## src/source/adder_pkg.sv

```systemverilog
package adder_pkg;

  ////////////////////////////////////////////////////////////
  // Datapath geometry
  ////////////////////////////////////////////////////////////

  // Operand and result width, a power of two up to 64
  localparam int DATA_W = 32;

  // One prefix level per doubling of the group span
  localparam int PREFIX_LEVELS = $clog2(DATA_W);

  // Operands, sums and results
  typedef logic [DATA_W-1:0] data_t;

endpackage

```

## src/source/arith_pkg.sv

```systemverilog
package arith_pkg;

  ////////////////////////////////////////////////////////////
  // Operation codes
  ////////////////////////////////////////////////////////////

  typedef enum logic [1:0] {
    OP_ADD = 2'b00,
    OP_ADC = 2'b01,
    OP_SUB = 2'b10,
    OP_SBB = 2'b11
  } op_t;

  ////////////////////////////////////////////////////////////
  // Result flags
  ////////////////////////////////////////////////////////////

  typedef logic [3:0] flags_t;

  localparam int FLAG_N = 3;
  localparam int FLAG_Z = 2;
  localparam int FLAG_C = 1;
  localparam int FLAG_V = 0;

  // Cycles from in_valid to out_valid
  localparam int PIPE_LATENCY = 2;

endpackage

```

## src/source/adder_if.sv

```systemverilog
interface adder_if import adder_pkg::*; ();

  // Operands and carry in from the arithmetic stage
  data_t op_a;
  data_t op_b;
  logic  cin;

  // Adder answer, same cycle
  data_t sum;
  logic  cout;

  modport stage (
    output op_a, op_b, cin,
    input  sum, cout
  );

  modport adder (
    input  op_a, op_b, cin,
    output sum, cout
  );

endinterface

```

## src/source/brent_kung_adder.sv

```systemverilog
module brent_kung_adder import adder_pkg::*; (
  adder_if.adder bus
);

  // Up-sweep terms, level 0 is the bitwise generate/propagate
  data_t gu [PREFIX_LEVELS+1];
  data_t pu [PREFIX_LEVELS+1];

  // Down-sweep generate terms, level PREFIX_LEVELS is the up-sweep result
  data_t gd [1:PREFIX_LEVELS];

  // Carry into each bit position
  data_t carry_in;

  genvar lv;
  genvar i;

  ////////////////////////////////////////////////////////////
  // Bitwise generate and propagate
  ////////////////////////////////////////////////////////////

  assign pu[0] = bus.op_a ^ bus.op_b;

  // cin folded into bit 0 so every prefix includes it
  assign gu[0][0] = (bus.op_a[0] & bus.op_b[0]) | (pu[0][0] & bus.cin);

  for (i = 1; i < DATA_W; i = i + 1) begin : g_bitwise
    assign gu[0][i] = bus.op_a[i] & bus.op_b[i];
  end

  ////////////////////////////////////////////////////////////
  // Up-sweep
  ////////////////////////////////////////////////////////////

  // Level lv merges adjacent groups of span 2**(lv-1) at the top
  // position of each aligned block of 2**lv bits
  for (lv = 1; lv <= PREFIX_LEVELS; lv = lv + 1) begin : g_up
    for (i = 0; i < DATA_W; i = i + 1) begin : g_bit
      if (((i + 1) % (1 << lv)) == 0) begin : g_cell
        assign gu[lv][i] = gu[lv-1][i]
                         | (pu[lv-1][i] & gu[lv-1][i - (1 << (lv - 1))]);
        assign pu[lv][i] = pu[lv-1][i] & pu[lv-1][i - (1 << (lv - 1))];
      end else begin : g_pass
        assign gu[lv][i] = gu[lv-1][i];
        assign pu[lv][i] = pu[lv-1][i];
      end
    end
  end

  ////////////////////////////////////////////////////////////
  // Down-sweep
  ////////////////////////////////////////////////////////////

  assign gd[PREFIX_LEVELS] = gu[PREFIX_LEVELS];

  // Fill the middle of each block from the full prefix just below it.
  // Only generate is needed here since the lower term already reaches bit 0
  for (lv = PREFIX_LEVELS - 1; lv >= 1; lv = lv - 1) begin : g_down
    for (i = 0; i < DATA_W; i = i + 1) begin : g_bit
      if ((i >= (1 << lv)) && (((i + 1) % (1 << lv)) == (1 << (lv - 1))))
      begin : g_cell
        assign gd[lv][i] = gd[lv+1][i]
                         | (pu[PREFIX_LEVELS][i] & gd[lv+1][i - (1 << (lv - 1))]);
      end else begin : g_pass
        assign gd[lv][i] = gd[lv+1][i];
      end
    end
  end

  ////////////////////////////////////////////////////////////
  // Sum and carry out
  ////////////////////////////////////////////////////////////

  // gd[1][k] is the carry out of bit k
  assign carry_in = {gd[1][DATA_W-2:0], bus.cin};

  assign bus.sum  = pu[0] ^ carry_in;
  assign bus.cout = gd[1][DATA_W-1];

endmodule

```

## src/source/arith_unit.sv

```systemverilog
module arith_unit import adder_pkg::*, arith_pkg::*; (
  input  logic   clk,
  input  logic   rst_n,
  input  logic   in_valid,
  input  op_t    op,
  input  data_t  a,
  input  data_t  b,
  adder_if.stage add,
  output logic   out_valid,
  output data_t  result,
  output flags_t flags
);

  // Input register
  logic  s1_valid;
  op_t   s1_op;
  data_t s1_a;
  data_t s1_b;

  // Carry of the most recently completed operation
  logic carry_flag;

  flags_t flags_nxt;
  logic   sign_a;
  logic   sign_b;
  logic   sign_s;

  ////////////////////////////////////////////////////////////
  // Stage 1: request capture
  ////////////////////////////////////////////////////////////

  always_ff @(posedge clk) begin
    if (!rst_n) begin
      s1_valid <= 1'b0;
    end else begin
      s1_valid <= in_valid;
    end
  end

  always_ff @(posedge clk) begin
    if (in_valid) begin
      s1_op <= op;
      s1_a  <= a;
      s1_b  <= b;
    end
  end

  ////////////////////////////////////////////////////////////
  // Operand conditioning
  ////////////////////////////////////////////////////////////

  // Subtract is a + ~b + 1; with borrow the +1 comes from the carry flag
  always_comb begin
    add.op_a = s1_a;
    case (s1_op)
      OP_ADD: begin
        add.op_b = s1_b;
        add.cin  = 1'b0;
      end
      OP_ADC: begin
        add.op_b = s1_b;
        add.cin  = carry_flag;
      end
      OP_SUB: begin
        add.op_b = ~s1_b;
        add.cin  = 1'b1;
      end
      default: begin
        add.op_b = ~s1_b;
        add.cin  = carry_flag;
      end
    endcase
  end

  ////////////////////////////////////////////////////////////
  // Flags
  ////////////////////////////////////////////////////////////

  assign sign_a = add.op_a[DATA_W-1];
  assign sign_b = add.op_b[DATA_W-1];
  assign sign_s = add.sum[DATA_W-1];

  always_comb begin
    flags_nxt[FLAG_N] = sign_s;
    flags_nxt[FLAG_Z] = (add.sum == '0);
    flags_nxt[FLAG_C] = add.cout;
    // Same-sign operands with a flipped result sign
    flags_nxt[FLAG_V] = (sign_a == sign_b) && (sign_s != sign_a);
  end

  ////////////////////////////////////////////////////////////
  // Stage 2: output register and carry flag
  ////////////////////////////////////////////////////////////

  always_ff @(posedge clk) begin
    if (!rst_n) begin
      out_valid  <= 1'b0;
      carry_flag <= 1'b0;
    end else begin
      out_valid <= s1_valid;
      if (s1_valid) begin
        carry_flag <= add.cout;
      end
    end
  end

  always_ff @(posedge clk) begin
    if (s1_valid) begin
      result <= add.sum;
      flags  <= flags_nxt;
    end
  end

endmodule

```

## src/source/arith_top.sv

```systemverilog
module arith_top import adder_pkg::*, arith_pkg::*; (
  input  logic   clk,
  input  logic   rst_n,
  input  logic   in_valid,
  input  op_t    op,
  input  data_t  a,
  input  data_t  b,
  output logic   out_valid,
  output data_t  result,
  output flags_t flags
);

  // Stage to adder link
  adder_if add_bus ();

  arith_unit u_unit (
    .clk       (clk),
    .rst_n     (rst_n),
    .in_valid  (in_valid),
    .op        (op),
    .a         (a),
    .b         (b),
    .add       (add_bus.stage),
    .out_valid (out_valid),
    .result    (result),
    .flags     (flags)
  );

  // Combinational, answers in the same cycle
  brent_kung_adder u_adder (
    .bus (add_bus.adder)
  );

endmodule

```

## config.mk

```make
export PLATFORM = sky130hd
export DESIGN_NAME = arith_top
export DESIGN_NICKNAME = d
export VERILOG_FILES = /design/src/source/adder_pkg.sv /design/src/source/arith_pkg.sv /design/src/source/adder_if.sv /design/src/source/brent_kung_adder.sv /design/src/source/arith_unit.sv /design/src/source/arith_top.sv
export SDC_FILE = /design/constraint.sdc
export NUM_CORES = 1
export LEC_CHECK = 0
export BUFFER_PORTS_ARGS = -buffer_cell sky130_fd_sc_hd__buf_4
export CAP_MARGIN = 25
export CORE_MARGIN = 3
export CORE_UTILIZATION = 25
export DETAILED_ROUTE_END_ITERATION = 8
export GPL_TIMING_DRIVEN = 0
export MAX_ROUTING_LAYER = met4
export PLACE_DENSITY = 0.41
export SLEW_MARGIN = 20
export SYNTH_ARGS = -nofsm -noshare
export SYNTH_HDL_FRONTEND = slang
export SYNTH_SLANG_ARGS = --single-unit
```

## constraint.sdc

```tcl
create_clock -name clk -period 5.19 [get_ports clk]
set_input_delay 1.557 -clock clk [delete_from_list [all_inputs] [get_ports clk]]
set_output_delay 1.557 -clock clk [all_outputs]
set_load 0.02 [all_outputs]
```

==> results.toml, run 1 <==
[sta]
hold_viol = 0
worst_pin_slew_ps = 899
rsz0062_at_grt = "no"
maxSlewHeadroom_pct = 40.1
max_freq_mhz = 212
post-route-period-util_pct = 90.7
setup_violations = 0
fin_crit_ps = 4710
finClkSkew_ps = 6.25
report.final.slew_viol_count = 0

[routing]
dr.pass1.iters = 4
totalWireLength_um = 10800
post_drt_via_cell_ratio = 3.96
wl_per_cell_um = 15.4
drtIter0Drc = 108
drc = 0
via_count = 2799
ant_nets = 0

[synth]
netlist_area_um2 = 4920
synth-seq-cells = 104
yosys_warnings = 0
syn_nets = 440
ys_seq_area_share_pct = 62.9
synthArstFlopShare_pct = 0
yosysTopAreaCell = "edfxtp_1"
yosysUniqueCellTypes = 42
synthFlopType = "edfxtp_1"
synth_edf_count = 101
syn_area_per_cell_um2 = 15.2
synth_top_area_share_pct = 61.6
synth.area.top_cells = "edfxtp_1, ha_1, fa_1, xor2_1, inv_1"
syn_inst = 324

[worst_setup_path]
cp.required_ps = 5380
critPathTopFamily = "compound AO/OA/AOI/OAI gates"
end_kind = "flop"
worstSetupPathType = "flop to flop"
cp-start-kind = "flop"
slowest_stage = "nor4_2"
crit_chain = "clkbuf_1 -> buf_2 -> xnor2_1 -> fa_1 -> inv_1 -> fa_1 -> a211oi_2 -> o21ai_2 -> o2111ai_2 -> a31oi_4 -> a21boi_1 -> o21a_1 -> fa_1 -> xnor2_1 -> nor4_2 -> nand3_1 -> nor3_1"
crit_path_max_incr_delay_ps = 450
path_common_cell = "fa_1"
cp.arrival_ps = 4900
path_max_fanout = 10
path_buf_inv = 3

[cells_and_area]
multi_input_area_um2 = 1680
post-route-util_pct = 33.4
synthToLayoutAreaGrowth_pct = 29.1
final_common_cell = "buf_4"
regArea_um2 = 3090
final_cell_mix = "buf_4, edfxtp_1, xor2_1, inv_1, ha_1"
fin_cells = 706
antenna_cells = 0
layout-drive-gt1-share_pct = 30.5
nFillCells = 1955
nets = 557

[power]
net-switching-power_uw = 724
combinationalPowerShare_pct = 27.6
p_leak_uw = 0.00258
swShare_pct = 29.7
p_int_uw = 1720
pwr_density_cell_nw_per_um2 = 385
p_clk_share_pct = 27.4
power_frac_seq_pct = 45.0
peakVddDrop_mv = 0.139

[floorplan]
dieHeight_um = 146
fp.dieW_um = 146
dieArea_um2 = 21400
initial_core_util_pct = 25.9
num_io_pins = 106
fp-row-count = 50
coreArea_um2 = 19000

[cts]
root_buffer = "clkbuf_16"
ctsHtreeMaxLevel = 3
cts_buffers = 9
clock_latency_ps = 350
clock_sinks = 104
postCtsSetupRepairBufs = 0
path_clk_slew_ps = 70
clk_path_buf_depth = 2
cts_tree = "built"
postCtsHoldBufs = 0

[placement]
dp_hpwl_um = 8520
gp_congestion = 0.752
dp_cells = 690
portBuffers = 105

[worst_hold_path]
hp-class = "flop to flop"

[global_routing]
grt_pass1_vias = 3126
grt_overflow = 0
antenna_found_initial = 0
grt.total_usage_pct = 11.0
grt_pass1_wl_um = 17200
grt_max_degree = 68

[flow_run]
max_cap_viol_count = 0

[run_status]
status = "finished clean"
[final timing paths]
kind	start	to	slack [ps]	cells past startpoint
max	u_unit.s1_op[1]$_DFFE_PP_	u_unit.flags[2]$_DFFE_PP_	480	17
min	u_unit.carry_flag$_SDFFE_PN0P_	u_unit.carry_flag$_SDFFE_PN0P_	550	2
max reg2reg	u_unit.s1_op[1]$_DFFE_PP_	u_unit.flags[2]$_DFFE_PP_	480	17
min reg2reg	u_unit.carry_flag$_SDFFE_PN0P_	u_unit.carry_flag$_SDFFE_PN0P_	550	2
[state kept, by name (all words and copies together) (netlist names)]
name               flops
u_unit.add.op_a       32
u_unit.s1_b           32
u_unit.result         31
u_unit.flags           4
u_unit.s1_op           2
u_unit.carry_flag      1
u_unit.out_valid       1
u_unit.s1_valid        1
[worst min-delay path, stage by stage (launching register included)]
cell	delay, ps
dfxtp_1	310
o21ai_0	150
a21oi_1	40
[logic make-up after synthesis]
group	count (synthesis)	share of synthesized area (%)
buf+inv	40	3.18
compound gates	45	6.56
mux	1	0.203
simple gates	39	4.12
flops	104	62.9
xor+xnor	48	8.54
fa+ha+maj	47	14.5
[cells in the mapped netlist, types with 2 or more instances]
master	count
a21o_1	6
nor4_1	5
a21oi_1	13
ha_1	30
a31oi_1	2
o21a_1	2
dfxtp_1	3
inv_1	35
nor2_1	5
xnor2_1	11
buf_2	2
fa_1	17
nand3_1	4
and2_1	4
nand4_1	4
edfxtp_1	101
o21ai_0	8
xor2_1	37
nand2_1	12
[routing by layer]
layer  global-route usage [%]  vias to the layer above  wire length [µm]
li1                         -                     1393                 -
met1                     13.3                     1326              4930
met2                     17.7                       69              5310
met3                     3.01                       11               427
met4                     3.81                        0               181
met5                        -                        -                 0
[power by group through the flow]
stage | logic (µW) | registers [µW] | clock network (µW)
6_report | 674 | 1100 | 670
5_1_grt | 757 | 1110 | 726
4_1_cts | 690 | 1100 | 702
3_5_place_dp | 687 | 1120 | 0
3_3_place_gp | 676 | 1120 | 0
2_1_floorplan | 360 | 1170 | 0
[through the flow]
stage	cell area (µm²)	power, µW	setup WS (ps)	TNS, ps	hold slack, ps
6_report	6350	2440	483	0	553
2_1_floorplan	4920	1530	1050	0	508
3_5_place_dp	6060	1810	-71.6	-71.6	545
5_1_grt	6350	2590	79.2	0	625
4_1_cts	6350	2490	147	0	559
3_3_place_gp	6030	1800	-53.4	-53.4	550
[final cells by class]
| class | instances | area share (%) |
|---|---|---|
| inverters | 35 | 2.07 |
| clock buffers | 10 | 3.60 |
| clock inverters | 6 | 0.945 |
| plain buffers | 5 | 0.414 |
| flip-flops and latches | 104 | 48.7 |
| well taps | 260 | 5.12 |
| repair buffers | 106 | 12.7 |
| multi-input cells | 180 | 26.4 |
[timing repair]
| action | in CTS | in global routing |
|---|---|---|
| setup endpoints to repair | 1 | 1 |
| resized for setup | 2 | 3 |
| endpoints found under the hold margin | 0 | 0 |
No activity file was read; power rests on OpenSTA's default activity.
==> run 2, diff against run 1 <==
--- a/config.mk
+++ b/config.mk
@@ -8,11 +8,11 @@
 export BUFFER_PORTS_ARGS = -buffer_cell sky130_fd_sc_hd__buf_4
 export CAP_MARGIN = 25
 export CORE_MARGIN = 3
-export CORE_UTILIZATION = 25
+export CORE_UTILIZATION = 41
 export DETAILED_ROUTE_END_ITERATION = 8
 export GPL_TIMING_DRIVEN = 0
 export MAX_ROUTING_LAYER = met4
-export PLACE_DENSITY = 0.41
+export PLACE_DENSITY = 0.61
 export SLEW_MARGIN = 20
 export SYNTH_ARGS = -nofsm -noshare
 export SYNTH_HDL_FRONTEND = slang
==> run 2 against run 1 <==
  * Critical path depth stayed put
  * Sequential cell count stayed put
  * Worst setup slack better by 32 ps
  * Final cell count is 17% lower
  * Die area is 38% lower
  * Via count is 1.2% higher
  * First-iteration DRC count is 52% higher
  * Power is 0.82% higher
==> results.toml, run 2 (same netlist as run 1, synthesis figures left out) <==
[run_status]
status = "finished clean"

[global_routing]
grtUsageMet2_pct = 24.5
grt_overflow = 0
grt_max_degree = 68
use_met1_pct = 19.6
use_met3_pct = 5.33
top_usage_layer = "met2"
antenna_found_initial = 0
grt.total_usage_pct = 15.6
grt_pass1_vias = 2930
grt_pass1_wl_um = 14800

[worst_setup_path]
crit_chain = "clkbuf_1 -> clkbuf_2 -> mux2i_1 -> fa_1 -> inv_1 -> fa_1 -> a211oi_2 -> o21ai_2 -> o2111ai_2 -> a31oi_4 -> a21boi_1 -> o21a_1 -> fa_1 -> xnor2_1 -> nor4_1 -> nand3_1 -> nor3_1"
ff2ff_setup_slack_ps = 510
critPathTopFamily = "compound AO/OA/AOI/OAI gates"
end_kind = "flop"
crit_path_max_incr_delay_ps = 460
cp.required_ps = 5380
cp-endpoint = "u_unit.flags[2]$_DFFE_PP_"
path_common_cell = "fa_1"
path_buf_inv = 3
r2r-start = "u_unit.s1_op[1]$_DFFE_PP_"
crit_cells = 17
startpoint = "u_unit.s1_op[1]$_DFFE_PP_"
cp.arrival_ps = 4860
r2r_cells = 17
cp-start-kind = "flop"
path_max_fanout = 10
worstSetupPathType = "flop to flop"
slowest_stage = "clkbuf_2"
worst_r2r_endpoint = "u_unit.flags[2]$_DFFE_PP_"

[worst_hold_path]
hp-class = "flop to flop"
whs_path_depth = 2

[cts]
cts_tree = "built"
clk_path_buf_depth = 2
clock_latency_ps = 340
root_buffer = "clkbuf_16"
cts_buffers = 9
ctsHtreeMaxLevel = 3
postCtsSetupRepairBufs = 0
path_clk_slew_ps = 70
clock_sinks = 104

[placement]
dp_slack_ps = 36.3
gp_congestion = 0.806
placed_area_um2 = 5920
portBuffers = 105
dp_hpwl_um = 7220

[sta]
hold_slack_ps = 552
maxSlewHeadroom_pct = 42.9
max_freq_mhz = 214
finClkSkew_ps = 7.05
hold_viol = 0
setup_violations = 0
fin_crit_ps = 4680
postLayoutSetupSlackWorst_ps = 514
worst_pin_slew_ps = 857
post-route-period-util_pct = 90.1
rsz0062_at_grt = "no"
tns_ps = 0
report.final.slew_viol_count = 0

[cells_and_area]
nFillCells = 986
synthToLayoutAreaGrowth_pct = 26.6
antenna_cells = 0
final_cell_mix = "buf_4, edfxtp_1, xor2_1, inv_1, ha_1"
nets = 557
regArea_um2 = 3090
multi_input_area_um2 = 1670
fin_area_um2 = 6230
layout-drive-gt1-share_pct = 30.1
final_common_cell = "buf_4"
post-route-util_pct = 53.9

[power]
pwr_density_cell_nw_per_um2 = 395
p_int_uw = 1760
p_clk_share_pct = 28.9
p_leak_uw = 0.00260
swShare_pct = 28.4
power_frac_seq_pct = 44.6
combinationalPowerShare_pct = 26.5
net-switching-power_uw = 699
peakVddDrop_mv = 0.206

[floorplan]
coreArea_um2 = 11600
dieHeight_um = 116
num_io_pins = 106
fp.dieW_um = 116
dieArea_um2 = 13400
initial_core_util_pct = 42.6
fp-row-count = 39

[routing]
totalWireLength_um = 9470
via_count = 2833
post_drt_via_cell_ratio = 4.82
ant_nets = 0
wl_per_cell_um = 16.1
dr.pass1.iters = 4
drc = 0
drtIter0Drc = 164

[flow_run]
max_cap_viol_count = 0
==> run 2: cell count changes in the layout (fill, tap and decap cells not counted), sizes merged <==
cell,delta
clkinvlp,-2
clkbuf,+1
buf,-1
bufinv,+1
==> run 2: power by group through the flow <==
stage | Combinational, µW | Sequential (µW) | Clock (µW)
floorplan | 360 | 1170 | 0
global placement | 642 | 1120 | 0
detailed placement | 665 | 1120 | 0
CTS | 667 | 1100 | 736
global route | 735 | 1110 | 771
finish | 653 | 1100 | 711
==> run 2: worst min-delay path by stage <==
stage / from / to / slack, ps
finish: u_unit.carry_flag$_SDFFE_PN0P_ / u_unit.carry_flag$_SDFFE_PN0P_ / 550
global route: u_unit.carry_flag$_SDFFE_PN0P_ / u_unit.carry_flag$_SDFFE_PN0P_ / 590
CTS: u_unit.carry_flag$_SDFFE_PN0P_ / u_unit.carry_flag$_SDFFE_PN0P_ / 550
detailed placement: u_unit.carry_flag$_SDFFE_PN0P_ / u_unit.carry_flag$_SDFFE_PN0P_ / 530
global placement: u_unit.carry_flag$_SDFFE_PN0P_ / u_unit.carry_flag$_SDFFE_PN0P_ / 540
floorplan: u_unit.carry_flag$_SDFFE_PN0P_ / u_unit.carry_flag$_SDFFE_PN0P_ / 510
==> run 2: layer usage <==
metal / vias up / routed length (µm)
met2: 84 / 4630
met1: 1347 / 4180
met4: 0 / 84
met5: - / 0
met3: 7 / 579
li1: 1395 / -
==> run 2: area by class of cell <==
class,instances,share of cell area (%)
multi-input cells,180,26.8
repair buffers,106,13.1
well taps,143,2.87
flip-flops and latches,104,49.7
clock buffers,10,3.68
clock inverters,5,1.33
inverters,35,2.11
plain buffers,5,0.422
==> run 2: what timing repair did <==
item / CTS / global route
endpoints found under the setup margin: 0 / 1
hold buffers: 0 / 0
gates resized for setup: 0 / 2
==> run 2: through the flow <==
step	power [µW]	instances
floorplan	1530	324
global placement	1760	572
detailed placement	1780	573
CTS	2500	588
global route	2610	588
finish	2460	588
==> run 2: worst register-to-register path: cells and delay by family, from the launching register on <==
family                     cells  cell delay (ps)
AOI/OAI and AO/OA              6             1200
adders and majority gates      3             1040
buffers and inverters          3              810
and+or+nand+nor                3              790
DFF                            1              330
muxes                          1              180
xor gates and xnor gates       1              150
==> run 3, diff against run 2 <==
--- a/config.mk
+++ b/config.mk
@@ -5,14 +5,14 @@
 export SDC_FILE = /design/constraint.sdc
 export NUM_CORES = 1
 export LEC_CHECK = 0
-export BUFFER_PORTS_ARGS = -buffer_cell sky130_fd_sc_hd__buf_4
 export CAP_MARGIN = 25
 export CORE_MARGIN = 3
 export CORE_UTILIZATION = 41
 export DETAILED_ROUTE_END_ITERATION = 8
+export DONT_BUFFER_PORTS = 1
 export GPL_TIMING_DRIVEN = 0
 export MAX_ROUTING_LAYER = met4
-export PLACE_DENSITY = 0.61
+export PLACE_DENSITY = 0.53
 export SLEW_MARGIN = 20
 export SYNTH_ARGS = -nofsm -noshare
 export SYNTH_HDL_FRONTEND = slang
==> run 3 against run 2 <==
  * First-iteration DRC count rose by 4.3%
  * Count of clock-buffer cells in the layout is 1 higher
  * Sequential power is 6% higher
  * Power decreased by 7.0%
  * Critical path depth decreased by 1
  * Global-route usage down 0.53 points
  * Critical path type unchanged
  * Critical endpoint unchanged
==> results.toml, run 3 (same netlist as run 1, synthesis figures left out) <==
[run_status]
status = "finished clean"

[cts]
cts_tree = "built"
cts_buffers = 9
postCtsSetupRepairBufs = 0
cts_resized = 0
clock_sinks = 104
root_buffer = "clkbuf_16"
clk_path_buf_depth = 2
postCtsHoldBufs = 0
path_clk_slew_ps = 70
ctsHtreeMaxLevel = 3
clock_latency_ps = 350

[global_routing]
antenna_found_initial = 0
grt_pass1_vias = 2598
grt_max_degree = 68
grt.total_usage_pct = 15.1
grt_pass1_wl_um = 14000
grt_overflow = 0

[worst_setup_path]
startpoint = "u_unit.s1_op[1]$_DFFE_PP_"
cp.arrival_ps = 4840
ff2ff_setup_slack_ps = 550
end_kind = "flop"
cp-endpoint = "u_unit.flags[2]$_DFFE_PP_"
cp.required_ps = 5390
path_max_fanout = 10
cp-start-kind = "flop"
r2r-start = "u_unit.s1_op[1]$_DFFE_PP_"
worstSetupPathType = "flop to flop"
r2r_cells = 16
worst_r2r_endpoint = "u_unit.flags[2]$_DFFE_PP_"

[power]
p_leak_uw = 0.00208
pwr_density_cell_nw_per_um2 = 424
peakVddDrop_mv = 0.247

[routing]
drtIter0Drc = 171
wl_per_cell_um = 18.3
via_count = 2433
dr.pass1.iters = 5
totalWireLength_um = 8860
drc = 0
ant_nets = 0
post_drt_via_cell_ratio = 5.03

[floorplan]
fp.dieW_um = 116
coreArea_um2 = 11600
initial_core_util_pct = 42.6
fp-row-count = 39
dieArea_um2 = 13400
num_io_pins = 106
dieHeight_um = 116

[cells_and_area]
layout-drive-gt1-share_pct = 7.92
fin_cells = 484
regArea_um2 = 3090
post-route-util_pct = 46.8
fin_area_um2 = 5410
nFillCells = 999
final_common_cell = "edfxtp_1"
multi_input_area_um2 = 1670
antenna_cells = 0
synthToLayoutAreaGrowth_pct = 9.94
final_cell_mix = "edfxtp_1, xor2_1, inv_1, ha_1, fa_1"
nets = 452

[placement]
dp_cells = 468
gp_congestion = 0.829
portBuffers = 0
placed_area_um2 = 5130
dp_hpwl_um = 6770

[sta]
hold_viol = 0
setup_violations = 0
tns_ps = 0
post-route-period-util_pct = 89.4
finClkSkew_ps = 8.84
report.final.slew_viol_count = 0
rsz0062_at_grt = "no"
maxSlewHeadroom_pct = 67.8
fin_crit_ps = 4640
worst_pin_slew_ps = 478
max_freq_mhz = 215

[worst_hold_path]
hp-class = "flop to flop"

[flow_run]
max_cap_viol_count = 0
[run 3: how the worst min path moves through the flow]
stage / startpoint / end / depth (start not counted)
after CTS: u_unit.carry_flag$_SDFFE_PN0P_ / u_unit.carry_flag$_SDFFE_PN0P_ / 2
after global routing: u_unit.carry_flag$_SDFFE_PN0P_ / u_unit.carry_flag$_SDFFE_PN0P_ / 2
after floorplan: u_unit.carry_flag$_SDFFE_PN0P_ / u_unit.carry_flag$_SDFFE_PN0P_ / 2
after global placement: u_unit.carry_flag$_SDFFE_PN0P_ / u_unit.carry_flag$_SDFFE_PN0P_ / 2
final: u_unit.carry_flag$_SDFFE_PN0P_ / u_unit.carry_flag$_SDFFE_PN0P_ / 2
after detailed placement: u_unit.carry_flag$_SDFFE_PN0P_ / u_unit.carry_flag$_SDFFE_PN0P_ / 2
[run 3: layout make-up]
class	count	area share, %
sequential	104	57.2
multi-input combinational	180	30.9
clock buffer	11	4.30
tap	143	3.31
inverter	35	2.43
clock inverter	5	0.879
timing repair buffer	1	0.509
buffer	5	0.486
[run 3: metal layers]
metal  wire length, µm  part of all wire (%)  vias up  global-route usage [%]
met1              3960                    45     1162                    18.2
met3               589                   6.6        9                    6.37
met5                 0                     0        -                       -
met2              4190                    47       81                    23.1
li1                  -                     -     1181                       -
met4               122                   1.4        0                    4.69
[run 3: per-stage QoR]
step	power, µW	hold slack [ps]	worst slack, ps
final	2290	555	549
after global routing	2430	607	125
after CTS	2320	563	93.0
after detailed placement	1670	551	124
after global placement	1660	545	156
after floorplan	1530	508	1050
[run 3: report_power, final]
group	internal, µW	switching (µW)	leakage, µW
Combinational	199	278	0.000946
Clock	369	279	0.000138
Sequential	1060	105	0.000997
Total	1630	662	0.00208
[run 3: worst max-delay path, stage by stage, from the launching register on]
cell and delay, ps:
edfxtp_1 320, clkbuf_1 320, clkbuf_2 430, xnor2_1 150
fa_1 390, inv_1 70, fa_1 240, a211oi_2 110
o21ai_2 250, o2111ai_2 210, a31oi_4 290, a31oi_1 180
o21ba_1 230, fa_1 450, xnor2_1 190, or4_1 480
nor3_1 170
